$ cat config.mk
export PLATFORM = sky130hd
export DESIGN_NAME = core_top
export DESIGN_NICKNAME = d
export VERILOG_FILES = /design/src/verilog/core_pkg.sv /design/src/verilog/lsu_cmd_if.sv /design/src/verilog/core_top.sv /design/src/verilog/exec_ctrl.sv /design/src/verilog/fetch_unit.sv /design/src/verilog/load_store_unit.sv /design/src/verilog/reg_file.sv
export SDC_FILE = /design/constraint.sdc
export NUM_CORES = 2
export LEC_CHECK = 0
export BUFFER_PORTS_ARGS = -buffer_cell sky130_fd_sc_hd__buf_2
export CELL_PAD_IN_SITES_DETAIL_PLACEMENT = 0
export CELL_PAD_IN_SITES_GLOBAL_PLACEMENT = 1
export CORE_UTILIZATION = 30
export DETAILED_ROUTE_END_ITERATION = 8
export HOLD_SLACK_MARGIN = 0.06
export PLACE_DENSITY_LB_ADDON = 0.1
export SYNTH_ARGS = -nofsm -noshare
export SYNTH_HDL_FRONTEND = slang
export SYNTH_SLANG_ARGS = --single-unit
$ cat constraint.sdc
create_clock -name clk_i -period 25.7 [get_ports clk_i]
set_clock_uncertainty 0.1 [all_clocks]
set_input_delay 6.425 -clock clk_i [delete_from_list [all_inputs] [get_ports clk_i]]
set_output_delay 6.425 -clock clk_i [all_outputs]
set_load 0.01 [all_outputs]
$ cat src/verilog/core_pkg.sv
`default_nettype none

package core_pkg;

    // data path and bus widths
    localparam int XLEN       = 32;
    localparam int MASK_W     = XLEN / 8;
    localparam int NUM_REGS   = 32;
    localparam int REG_ADDR_W = 5;

    localparam logic [XLEN-1:0] RESET_PC = 32'h0000_0000;

    // instruction field positions
    localparam int OPC_W   = 7;
    localparam int F3_W    = 3;
    localparam int RD_LSB  = 7;
    localparam int F3_LSB  = 12;
    localparam int RS1_LSB = 15;
    localparam int RS2_LSB = 20;
    // funct7 bit that turns ADD into SUB
    localparam int SUB_BIT = 30;

    // funct3 codes of the kept instructions
    localparam logic [F3_W-1:0] F3_ADD = 3'b000;
    localparam logic [F3_W-1:0] F3_BEQ = 3'b000;
    localparam logic [F3_W-1:0] F3_BNE = 3'b001;

    // supported major opcodes, anything else is a no-op
    typedef enum logic [OPC_W-1:0] {
        OPC_LOAD   = 7'b0000011,
        OPC_IMM    = 7'b0010011,
        OPC_STORE  = 7'b0100011,
        OPC_REG    = 7'b0110011,
        OPC_BRANCH = 7'b1100011
    } opc_e;

    // execute control sequence
    typedef enum logic [1:0] {
        ST_FETCH = 2'd0,
        ST_EXEC  = 2'd1,
        ST_MEM   = 2'd2,
        ST_WB    = 2'd3
    } ctrl_state_e;

endpackage

`default_nettype wire

$ cat src/verilog/lsu_cmd_if.sv
`timescale 1ns/1ps
`default_nettype none

interface lsu_cmd_if;
    import core_pkg::*;

    // command side, one-cycle start pulse
    logic            start;
    logic            write;
    logic [XLEN-1:0] addr;
    logic [XLEN-1:0] wdata;

    // completion side, one-cycle done pulse
    logic            done;
    logic [XLEN-1:0] rdata;

    modport ctrl (
        output start, write, addr, wdata,
        input  done, rdata
    );

    modport lsu (
        input  start, write, addr, wdata,
        output done, rdata
    );

endinterface

`default_nettype wire

$ cat src/verilog/core_top.sv
`timescale 1ns/1ps
`default_nettype none

module core_top (
    input  logic                        clk_i,
    input  logic                        reset_i,
    // instruction port
    output logic [core_pkg::XLEN-1:0]   imem_req_addr_o,
    output logic                        imem_req_valid_o,
    input  logic                        imem_req_ready_i,
    input  logic [core_pkg::XLEN-1:0]   imem_rsp_data_i,
    input  logic                        imem_rsp_valid_i,
    output logic                        imem_rsp_ready_o,
    // data port
    output logic [core_pkg::XLEN-1:0]   dmem_req_addr_o,
    output logic [core_pkg::XLEN-1:0]   dmem_req_wdata_o,
    output logic [core_pkg::MASK_W-1:0] dmem_req_mask_o,
    output logic                        dmem_req_write_o,
    output logic                        dmem_req_valid_o,
    input  logic                        dmem_req_ready_i,
    input  logic [core_pkg::XLEN-1:0]   dmem_rsp_data_i,
    input  logic                        dmem_rsp_valid_i,
    output logic                        dmem_rsp_ready_o
);
    import core_pkg::*;

    logic [XLEN-1:0]       pc;
    logic [XLEN-1:0]       insn;
    logic                  insn_valid;
    logic                  fetch_go;
    logic [XLEN-1:0]       next_pc;
    logic [REG_ADDR_W-1:0] rs1;
    logic [REG_ADDR_W-1:0] rs2;
    logic [REG_ADDR_W-1:0] rd;
    logic                  rd_we;
    logic [XLEN-1:0]       rd_wdata;
    logic [XLEN-1:0]       rdata1;
    logic [XLEN-1:0]       rdata2;

    lsu_cmd_if lsu_cmd ();

    fetch_unit u_fetch (
        .clk_i            (clk_i),
        .reset_i          (reset_i),
        .fetch_go_i       (fetch_go),
        .next_pc_i        (next_pc),
        .imem_req_ready_i (imem_req_ready_i),
        .imem_rsp_data_i  (imem_rsp_data_i),
        .imem_rsp_valid_i (imem_rsp_valid_i),
        .imem_req_addr_o  (imem_req_addr_o),
        .imem_req_valid_o (imem_req_valid_o),
        .imem_rsp_ready_o (imem_rsp_ready_o),
        .pc_o             (pc),
        .insn_o           (insn),
        .insn_valid_o     (insn_valid)
    );

    reg_file u_regs (
        .clk_i    (clk_i),
        .rs1_i    (rs1),
        .rs2_i    (rs2),
        .we_i     (rd_we),
        .rd_i     (rd),
        .wdata_i  (rd_wdata),
        .rdata1_o (rdata1),
        .rdata2_o (rdata2)
    );

    exec_ctrl u_exec (
        .clk_i        (clk_i),
        .reset_i      (reset_i),
        .insn_i       (insn),
        .insn_valid_i (insn_valid),
        .pc_i         (pc),
        .rdata1_i     (rdata1),
        .rdata2_i     (rdata2),
        .rs1_o        (rs1),
        .rs2_o        (rs2),
        .rd_we_o      (rd_we),
        .rd_o         (rd),
        .rd_wdata_o   (rd_wdata),
        .fetch_go_o   (fetch_go),
        .next_pc_o    (next_pc),
        .lsu          (lsu_cmd.ctrl)
    );

    load_store_unit u_lsu (
        .clk_i            (clk_i),
        .reset_i          (reset_i),
        .dmem_req_ready_i (dmem_req_ready_i),
        .dmem_rsp_data_i  (dmem_rsp_data_i),
        .dmem_rsp_valid_i (dmem_rsp_valid_i),
        .dmem_req_addr_o  (dmem_req_addr_o),
        .dmem_req_wdata_o (dmem_req_wdata_o),
        .dmem_req_mask_o  (dmem_req_mask_o),
        .dmem_req_write_o (dmem_req_write_o),
        .dmem_req_valid_o (dmem_req_valid_o),
        .dmem_rsp_ready_o (dmem_rsp_ready_o),
        .cmd              (lsu_cmd.lsu)
    );

endmodule

`default_nettype wire

$ cat src/verilog/exec_ctrl.sv
`timescale 1ns/1ps
`default_nettype none

module exec_ctrl (
    input  logic                            clk_i,
    input  logic                            reset_i,
    input  logic [core_pkg::XLEN-1:0]       insn_i,
    input  logic                            insn_valid_i,
    input  logic [core_pkg::XLEN-1:0]       pc_i,
    input  logic [core_pkg::XLEN-1:0]       rdata1_i,
    input  logic [core_pkg::XLEN-1:0]       rdata2_i,
    output logic [core_pkg::REG_ADDR_W-1:0] rs1_o,
    output logic [core_pkg::REG_ADDR_W-1:0] rs2_o,
    output logic                            rd_we_o,
    output logic [core_pkg::REG_ADDR_W-1:0] rd_o,
    output logic [core_pkg::XLEN-1:0]       rd_wdata_o,
    output logic                            fetch_go_o,
    output logic [core_pkg::XLEN-1:0]       next_pc_o,
    lsu_cmd_if.ctrl                         lsu
);
    import core_pkg::*;

    ctrl_state_e     state_q;
    opc_e            opc;
    logic [F3_W-1:0] funct3;
    logic [XLEN-1:0] imm_i;
    logic [XLEN-1:0] imm_s;
    logic [XLEN-1:0] imm_b;
    logic [XLEN-1:0] alu_result;
    logic            alu_we;
    logic            branch_taken;
    logic            is_mem;
    logic [XLEN-1:0] pc_plus4;

    // decode
    assign opc    = opc_e'(insn_i[OPC_W-1:0]);
    assign funct3 = insn_i[F3_LSB +: F3_W];
    assign rs1_o  = insn_i[RS1_LSB +: REG_ADDR_W];
    assign rs2_o  = insn_i[RS2_LSB +: REG_ADDR_W];
    assign rd_o   = insn_i[RD_LSB +: REG_ADDR_W];
    assign is_mem = (opc == OPC_LOAD) || (opc == OPC_STORE);

    assign imm_i = {{20{insn_i[31]}}, insn_i[31:20]};
    assign imm_s = {{20{insn_i[31]}}, insn_i[31:25], insn_i[11:7]};
    assign imm_b = {{19{insn_i[31]}}, insn_i[31], insn_i[7], insn_i[30:25], insn_i[11:8], 1'b0};

    // add/sub and branch compare
    always_comb begin
        alu_result   = rdata1_i + imm_i;
        alu_we       = 1'b0;
        branch_taken = 1'b0;
        case (opc)
            OPC_IMM: begin
                alu_we = (funct3 == F3_ADD);
            end
            OPC_REG: begin
                alu_we     = (funct3 == F3_ADD);
                alu_result = insn_i[SUB_BIT] ? (rdata1_i - rdata2_i) : (rdata1_i + rdata2_i);
            end
            OPC_BRANCH: begin
                if (funct3 == F3_BEQ) begin
                    branch_taken = (rdata1_i == rdata2_i);
                end else if (funct3 == F3_BNE) begin
                    branch_taken = (rdata1_i != rdata2_i);
                end
            end
            default: begin
                alu_we = 1'b0;
            end
        endcase
    end

    assign pc_plus4  = pc_i + 32'd4;
    assign next_pc_o = branch_taken ? (pc_i + imm_b) : pc_plus4;

    // load/store command, address is rs1 plus I or S immediate
    assign lsu.start = (state_q == ST_EXEC) && is_mem;
    assign lsu.write = (opc == OPC_STORE);
    assign lsu.addr  = rdata1_i + ((opc == OPC_STORE) ? imm_s : imm_i);
    assign lsu.wdata = rdata2_i;

    // ALU results retire in ST_EXEC, load data in ST_WB
    assign rd_we_o    = ((state_q == ST_EXEC) && alu_we) ||
                        ((state_q == ST_WB) && (opc == OPC_LOAD));
    assign rd_wdata_o = (state_q == ST_WB) ? lsu.rdata : alu_result;
    assign fetch_go_o = ((state_q == ST_EXEC) && !is_mem) || (state_q == ST_WB);

    always_ff @(posedge clk_i) begin
        if (reset_i) begin
            state_q <= ST_FETCH;
        end else begin
            case (state_q)
                ST_FETCH: begin
                    if (insn_valid_i) begin
                        state_q <= ST_EXEC;
                    end
                end
                ST_EXEC: begin
                    state_q <= is_mem ? ST_MEM : ST_FETCH;
                end
                ST_MEM: begin
                    if (lsu.done) begin
                        state_q <= ST_WB;
                    end
                end
                default: begin
                    state_q <= ST_FETCH;
                end
            endcase
        end
    end

endmodule

`default_nettype wire

$ cat src/verilog/fetch_unit.sv
`timescale 1ns/1ps
`default_nettype none

module fetch_unit (
    input  logic                      clk_i,
    input  logic                      reset_i,
    input  logic                      fetch_go_i,
    input  logic [core_pkg::XLEN-1:0] next_pc_i,
    input  logic                      imem_req_ready_i,
    input  logic [core_pkg::XLEN-1:0] imem_rsp_data_i,
    input  logic                      imem_rsp_valid_i,
    output logic [core_pkg::XLEN-1:0] imem_req_addr_o,
    output logic                      imem_req_valid_o,
    output logic                      imem_rsp_ready_o,
    output logic [core_pkg::XLEN-1:0] pc_o,
    output logic [core_pkg::XLEN-1:0] insn_o,
    output logic                      insn_valid_o
);
    import core_pkg::*;

    logic [XLEN-1:0] pc_q;
    logic [XLEN-1:0] insn_q;
    // first fetch after reset needs no go pulse
    logic            boot_q;
    logic            req_q;
    logic            wait_q;
    logic            insn_valid_q;

    always_ff @(posedge clk_i) begin
        if (reset_i) begin
            pc_q         <= RESET_PC;
            boot_q       <= 1'b1;
            req_q        <= 1'b0;
            wait_q       <= 1'b0;
            insn_valid_q <= 1'b0;
        end else begin
            insn_valid_q <= 1'b0;
            if (boot_q || fetch_go_i) begin
                boot_q <= 1'b0;
                req_q  <= 1'b1;
            end
            if (fetch_go_i) begin
                pc_q <= next_pc_i;
            end
            // request accepted, now wait for the word
            if (req_q && imem_req_ready_i) begin
                req_q  <= 1'b0;
                wait_q <= 1'b1;
            end
            if (wait_q && imem_rsp_valid_i) begin
                wait_q       <= 1'b0;
                insn_valid_q <= 1'b1;
            end
        end
    end

    // instruction word holds until the next response
    always_ff @(posedge clk_i) begin
        if (wait_q && imem_rsp_valid_i) begin
            insn_q <= imem_rsp_data_i;
        end
    end

    assign imem_req_addr_o  = pc_q;
    assign imem_req_valid_o = req_q;
    assign imem_rsp_ready_o = wait_q;
    assign pc_o             = pc_q;
    assign insn_o           = insn_q;
    assign insn_valid_o     = insn_valid_q;

endmodule

`default_nettype wire

$ cat src/verilog/load_store_unit.sv
`timescale 1ns/1ps
`default_nettype none

module load_store_unit (
    input  logic                        clk_i,
    input  logic                        reset_i,
    input  logic                        dmem_req_ready_i,
    input  logic [core_pkg::XLEN-1:0]   dmem_rsp_data_i,
    input  logic                        dmem_rsp_valid_i,
    output logic [core_pkg::XLEN-1:0]   dmem_req_addr_o,
    output logic [core_pkg::XLEN-1:0]   dmem_req_wdata_o,
    output logic [core_pkg::MASK_W-1:0] dmem_req_mask_o,
    output logic                        dmem_req_write_o,
    output logic                        dmem_req_valid_o,
    output logic                        dmem_rsp_ready_o,
    lsu_cmd_if.lsu                      cmd
);
    import core_pkg::*;

    logic [XLEN-1:0] addr_q;
    logic [XLEN-1:0] wdata_q;
    logic [XLEN-1:0] rdata_q;
    logic            write_q;
    logic            req_q;
    logic            wait_q;
    logic            done_q;

    // command and load data payload
    always_ff @(posedge clk_i) begin
        if (cmd.start) begin
            addr_q  <= cmd.addr;
            wdata_q <= cmd.wdata;
            write_q <= cmd.write;
        end
        if (wait_q && dmem_rsp_valid_i) begin
            rdata_q <= dmem_rsp_data_i;
        end
    end

    always_ff @(posedge clk_i) begin
        if (reset_i) begin
            req_q  <= 1'b0;
            wait_q <= 1'b0;
            done_q <= 1'b0;
        end else begin
            done_q <= 1'b0;
            if (cmd.start) begin
                req_q <= 1'b1;
            end
            if (req_q && dmem_req_ready_i) begin
                req_q <= 1'b0;
                // a store is finished once accepted
                if (write_q) begin
                    done_q <= 1'b1;
                end else begin
                    wait_q <= 1'b1;
                end
            end
            if (wait_q && dmem_rsp_valid_i) begin
                wait_q <= 1'b0;
                done_q <= 1'b1;
            end
        end
    end

    assign dmem_req_addr_o  = addr_q;
    assign dmem_req_wdata_o = wdata_q;
    // word accesses only
    assign dmem_req_mask_o  = {MASK_W{1'b1}};
    assign dmem_req_write_o = write_q;
    assign dmem_req_valid_o = req_q;
    assign dmem_rsp_ready_o = wait_q;
    assign cmd.done         = done_q;
    assign cmd.rdata        = rdata_q;

endmodule

`default_nettype wire

$ cat src/verilog/reg_file.sv
`timescale 1ns/1ps
`default_nettype none

module reg_file (
    input  logic                            clk_i,
    input  logic [core_pkg::REG_ADDR_W-1:0] rs1_i,
    input  logic [core_pkg::REG_ADDR_W-1:0] rs2_i,
    input  logic                            we_i,
    input  logic [core_pkg::REG_ADDR_W-1:0] rd_i,
    input  logic [core_pkg::XLEN-1:0]       wdata_i,
    output logic [core_pkg::XLEN-1:0]       rdata1_o,
    output logic [core_pkg::XLEN-1:0]       rdata2_o
);
    import core_pkg::*;

    logic [XLEN-1:0] regs [NUM_REGS];

    // x0 is never written
    always_ff @(posedge clk_i) begin
        if (we_i && (rd_i != '0)) begin
            regs[rd_i] <= wdata_i;
        end
    end

    assign rdata1_o = (rs1_i == '0) ? '0 : regs[rs1_i];
    assign rdata2_o = (rs2_i == '0) ? '0 : regs[rs2_i];

endmodule

`default_nettype wire
==> flow_summary.json <==
{
  "drc_errors": 0,
  "wl_per_cell_um": 32.1,
  "via_count": 38300,
  "drv_slew": 0,
  "setup_viol": 0,
  "drive_gt1_share_pct": 29.1,
  "ys_async_sr_fraction_pct": 0,
  "nFillCells": 19600,
  "grt_overflow": 0,
  "die-area_sq_um": 209000,
  "slowest_stage": "and3_1",
  "path_cells": "buf_4, buf_4, buf_4, mux4_2, mux4_2, nand2_1, a21oi_1, ha_1, or4_1, or4_1, a21oi_1, o211a_1, o211ai_1, a2111oi_0, o21ai_0, a211oi_1, o32a_1, and3_1",
  "cts.path.max_buffers": 3,
  "vias_per_cell": 5.55,
  "min_period_over_period_pct": 37.8,
  "finalNetCount": 4299,
  "hp-class": "reg -> reg",
  "cts-buffers-inserted": 143,
  "cts_root_buffer": "clkbuf_16",
  "synth_flop_cell": "edfxtp_1",
  "hold_depth": 1,
  "detail-route-antenna-nets": 0,
  "vdd_drop_max_mv": 0.0694,
  "synthCells": 3895,
  "dp_hpwl_um": 135000,
  "fin_util_pct": 34.7,
  "cts_max_level": 4,
  "grt_usage_pct": 21.1,
  "grt_pass1_wl_um": 310000,
  "leakage_nw": 23.4,
  "pre_cts_slack_ns": 15.96,
  "grt_max_degree": 95,
  "slowest_delay_ns": 1.01,
  "r2r_cells": 18,
  "cts_tree": "done",
  "rows": 166,
  "ys_seq_area_share_pct": 57.4,
  "arrival_ns": 10.01,
  "crit_top_cell": "buf_4",
  "path_max_fanout": 47,
  "syn_area_per_cell_sq_um": 15.9,
  "finalHoldViolCount": 0,
  "crit_required_ns": 26.00,
  "post-route-min-period_ns": 9.70,
  "setup.worst_path.class": "reg -> reg",
  "critPathLaunchType": "flop",
  "endpoint_kind": "flop",
  "ys_seq_elements": 1203,
  "post-cts-setup-buffer-count": 0,
  "die_x_um": 457,
  "insertion_delay_ns": 0.81,
  "fmax_mhz": 103,
  "drtIter0Drc": 3785,
  "io_buffers": 169,
  "drv_cap": 0,
  "fin_setup_tns_ns": 0,
  "num_io_pins": 175,
  "layout_commonest_cell": "edfxtp_1",
  "dp.cells": 6641,
  "core-area_sq_um": 205000,
  "synth-edff-count": 1153,
  "powerDensity_nw_per_um2": 66.5,
  "syn_area_sq_um": 62000,
  "area_growth_syn_to_layout_pct": 14.6,
  "synth.distinct_cells": 88,
  "worst_slew_pin_slew_ns": 1.34,
  "ctsResizeCount": 0,
  "setup_slack_ns": 16.00,
  "start_util_pct": 30.2,
  "routed_wl_um": 221000,
  "layout_common_cells": "edfxtp_1 (1153), mux4_2 (627), nand2_1 (257), a21oi_1 (234), buf_2 (169)",
  "clock_sinks": 1203,
  "holdBufCountCts": 0,
  "clkSlewWorstSetupHoldPaths_ns": 0.06,
  "grt_antenna_before_repair": 5,
  "max_slew_margin_pct": 10.6,
  "die_h_um": 457,
  "grt_pass1_vias": 39100,
  "first_pass_iters": 5,
  "gp_congestion": 0.849,
  "rsz0062_at_grt": "no",
  "status": "finished clean",
  "finalNonFillerCells": 6898,
  "total_power_w": 0.00472,
  "synth_warnings": 0
}
[sequential cells by signal, summed over array words and instances, names as in the netlist, named ones only]
name	flops
u_lsu.dmem_req_wdata_o	32
u_regs.regs	1024
u_lsu.dmem_req_valid_o	1
u_fetch.imem_rsp_ready_o	1
u_exec.state_q	2
u_fetch.insn_valid_o	1
u_fetch.imem_req_valid_o	1
u_lsu.dmem_rsp_ready_o	1
u_lsu.cmd.done	1
u_lsu.dmem_req_addr_o	32
u_fetch.insn_o	32
u_lsu.dmem_req_write_o	1
u_fetch.boot_q	1
u_fetch.imem_req_addr_o	31
u_lsu.cmd.rdata	32
[critical path: cells and delay by family (launching register included)]
| family | cells | cell delay, ns |
|---|---|---|
| simple gates | 4 | 2.02 |
| compound gates | 8 | 2.85 |
| flops | 1 | 0.82 |
| mux | 2 | 0.62 |
| buf+inv | 3 | 2.19 |
| fa+ha+maj | 1 | 0.50 |
[final timing paths]
kind	from	to	slack, ns
setup / recovery	flop	u_regs.regs[28][31]$_DFFE_PP_	16.00
hold / removal	u_fetch.insn_o[17]$_DFFE_PP_	flop	0.40
setup reg to reg	flop	u_regs.regs[28][31]$_DFFE_PP_	16.00
hold reg to reg	u_fetch.insn_o[17]$_DFFE_PP_	flop	0.40
[layer usage]
layer | track usage (%) | part of all wire (%)
met2 | 33.8 | 47
met5 | 0 | 0.11
met1 | 30.2 | 46
met3 | 2.79 | 4.6
met4 | 4.80 | 2.0
[power breakdown]
part | switching [W] | total [W] | internal [W]
combinational | 0.000334 | 0.000506 | 0.000172
sequential | 0.0000129 | 0.00225 | 0.00224
clock | 0.000855 | 0.00197 | 0.00111
total | 0.00120 | 0.00472 | 0.00352
[layout make-up]
cell class	instances	area, sq um	share of cell area [%]
flip-flops and latches	1203	35700	50.2
multi-input cells	2360	25500	35.8
clock buffers	178	3740	5.27
well taps	2688	3360	4.73
repair buffers	276	1670	2.36
clock inverters	76	724	1.02
inverters	114	433	0.609
diodes	3	7.51	0.0106
[logic make-up (layout without fill, tap and decap cells)]
logic type | count (synthesis) | count (layout) | share of synthesized area, %
xor gates and xnor gates | 115 | 115 | 1.62
adders and majority gates | 135 | 135 | 2.77
AOI/OAI and AO/OA | 630 | 630 | 6.38
other | 2 | 40 | 0.0121
and+or+nand+nor | 774 | 774 | 5.90
DFF | 1203 | 1203 | 57.4
buffers and inverters | 367 | 644 | 2.37
muxes | 669 | 669 | 23.5
[synthesized netlist by cell type (9+ instances only)]
library cell	n	area (sq um)
edfxtp_1	1153	34600
mux4_2	627	14100
nand2_1	259	972
a21oi_1	244	1220
nor2_1	191	717
clkbuf_1	173	649
ha_1	126	1580
inv_1	111	417
o21ai_0	93	465
xnor2_1	77	674
a21o_1	57	428
nand3_1	55	275
buf_1	54	203
nand2b_1	52	325
nor3_1	52	260
dfxtp_1	50	1000
o21bai_1	43	323
xor2_1	38	333
a31oi_1	28	175
nor2b_1	25	156
mux2i_1	24	240
nand4_1	24	150
and3_1	22	138
nor4_1	21	131
a211oi_1	19	143
o21ai_1	19	95.1
mux2_2	18	203
and2_1	15	93.8
a22oi_1	12	90.1
o31ai_1	12	90.1
buf_4	11	82.6
buf_2	10	50.1
or3_1	10	62.6
and4_1	9	78.8
o21a_1	9	67.6
[through the flow]
stage          area [sq um]  hold WS, ns
2_1_floorplan         62100        0.365
3_3_place_gp          66600        0.388
3_5_place_dp          66600        0.381
4_1_cts               71000        0.401
5_1_grt               71000        0.421
6_report              71100        0.397
No activity file was read; power rests on OpenSTA's default activity.
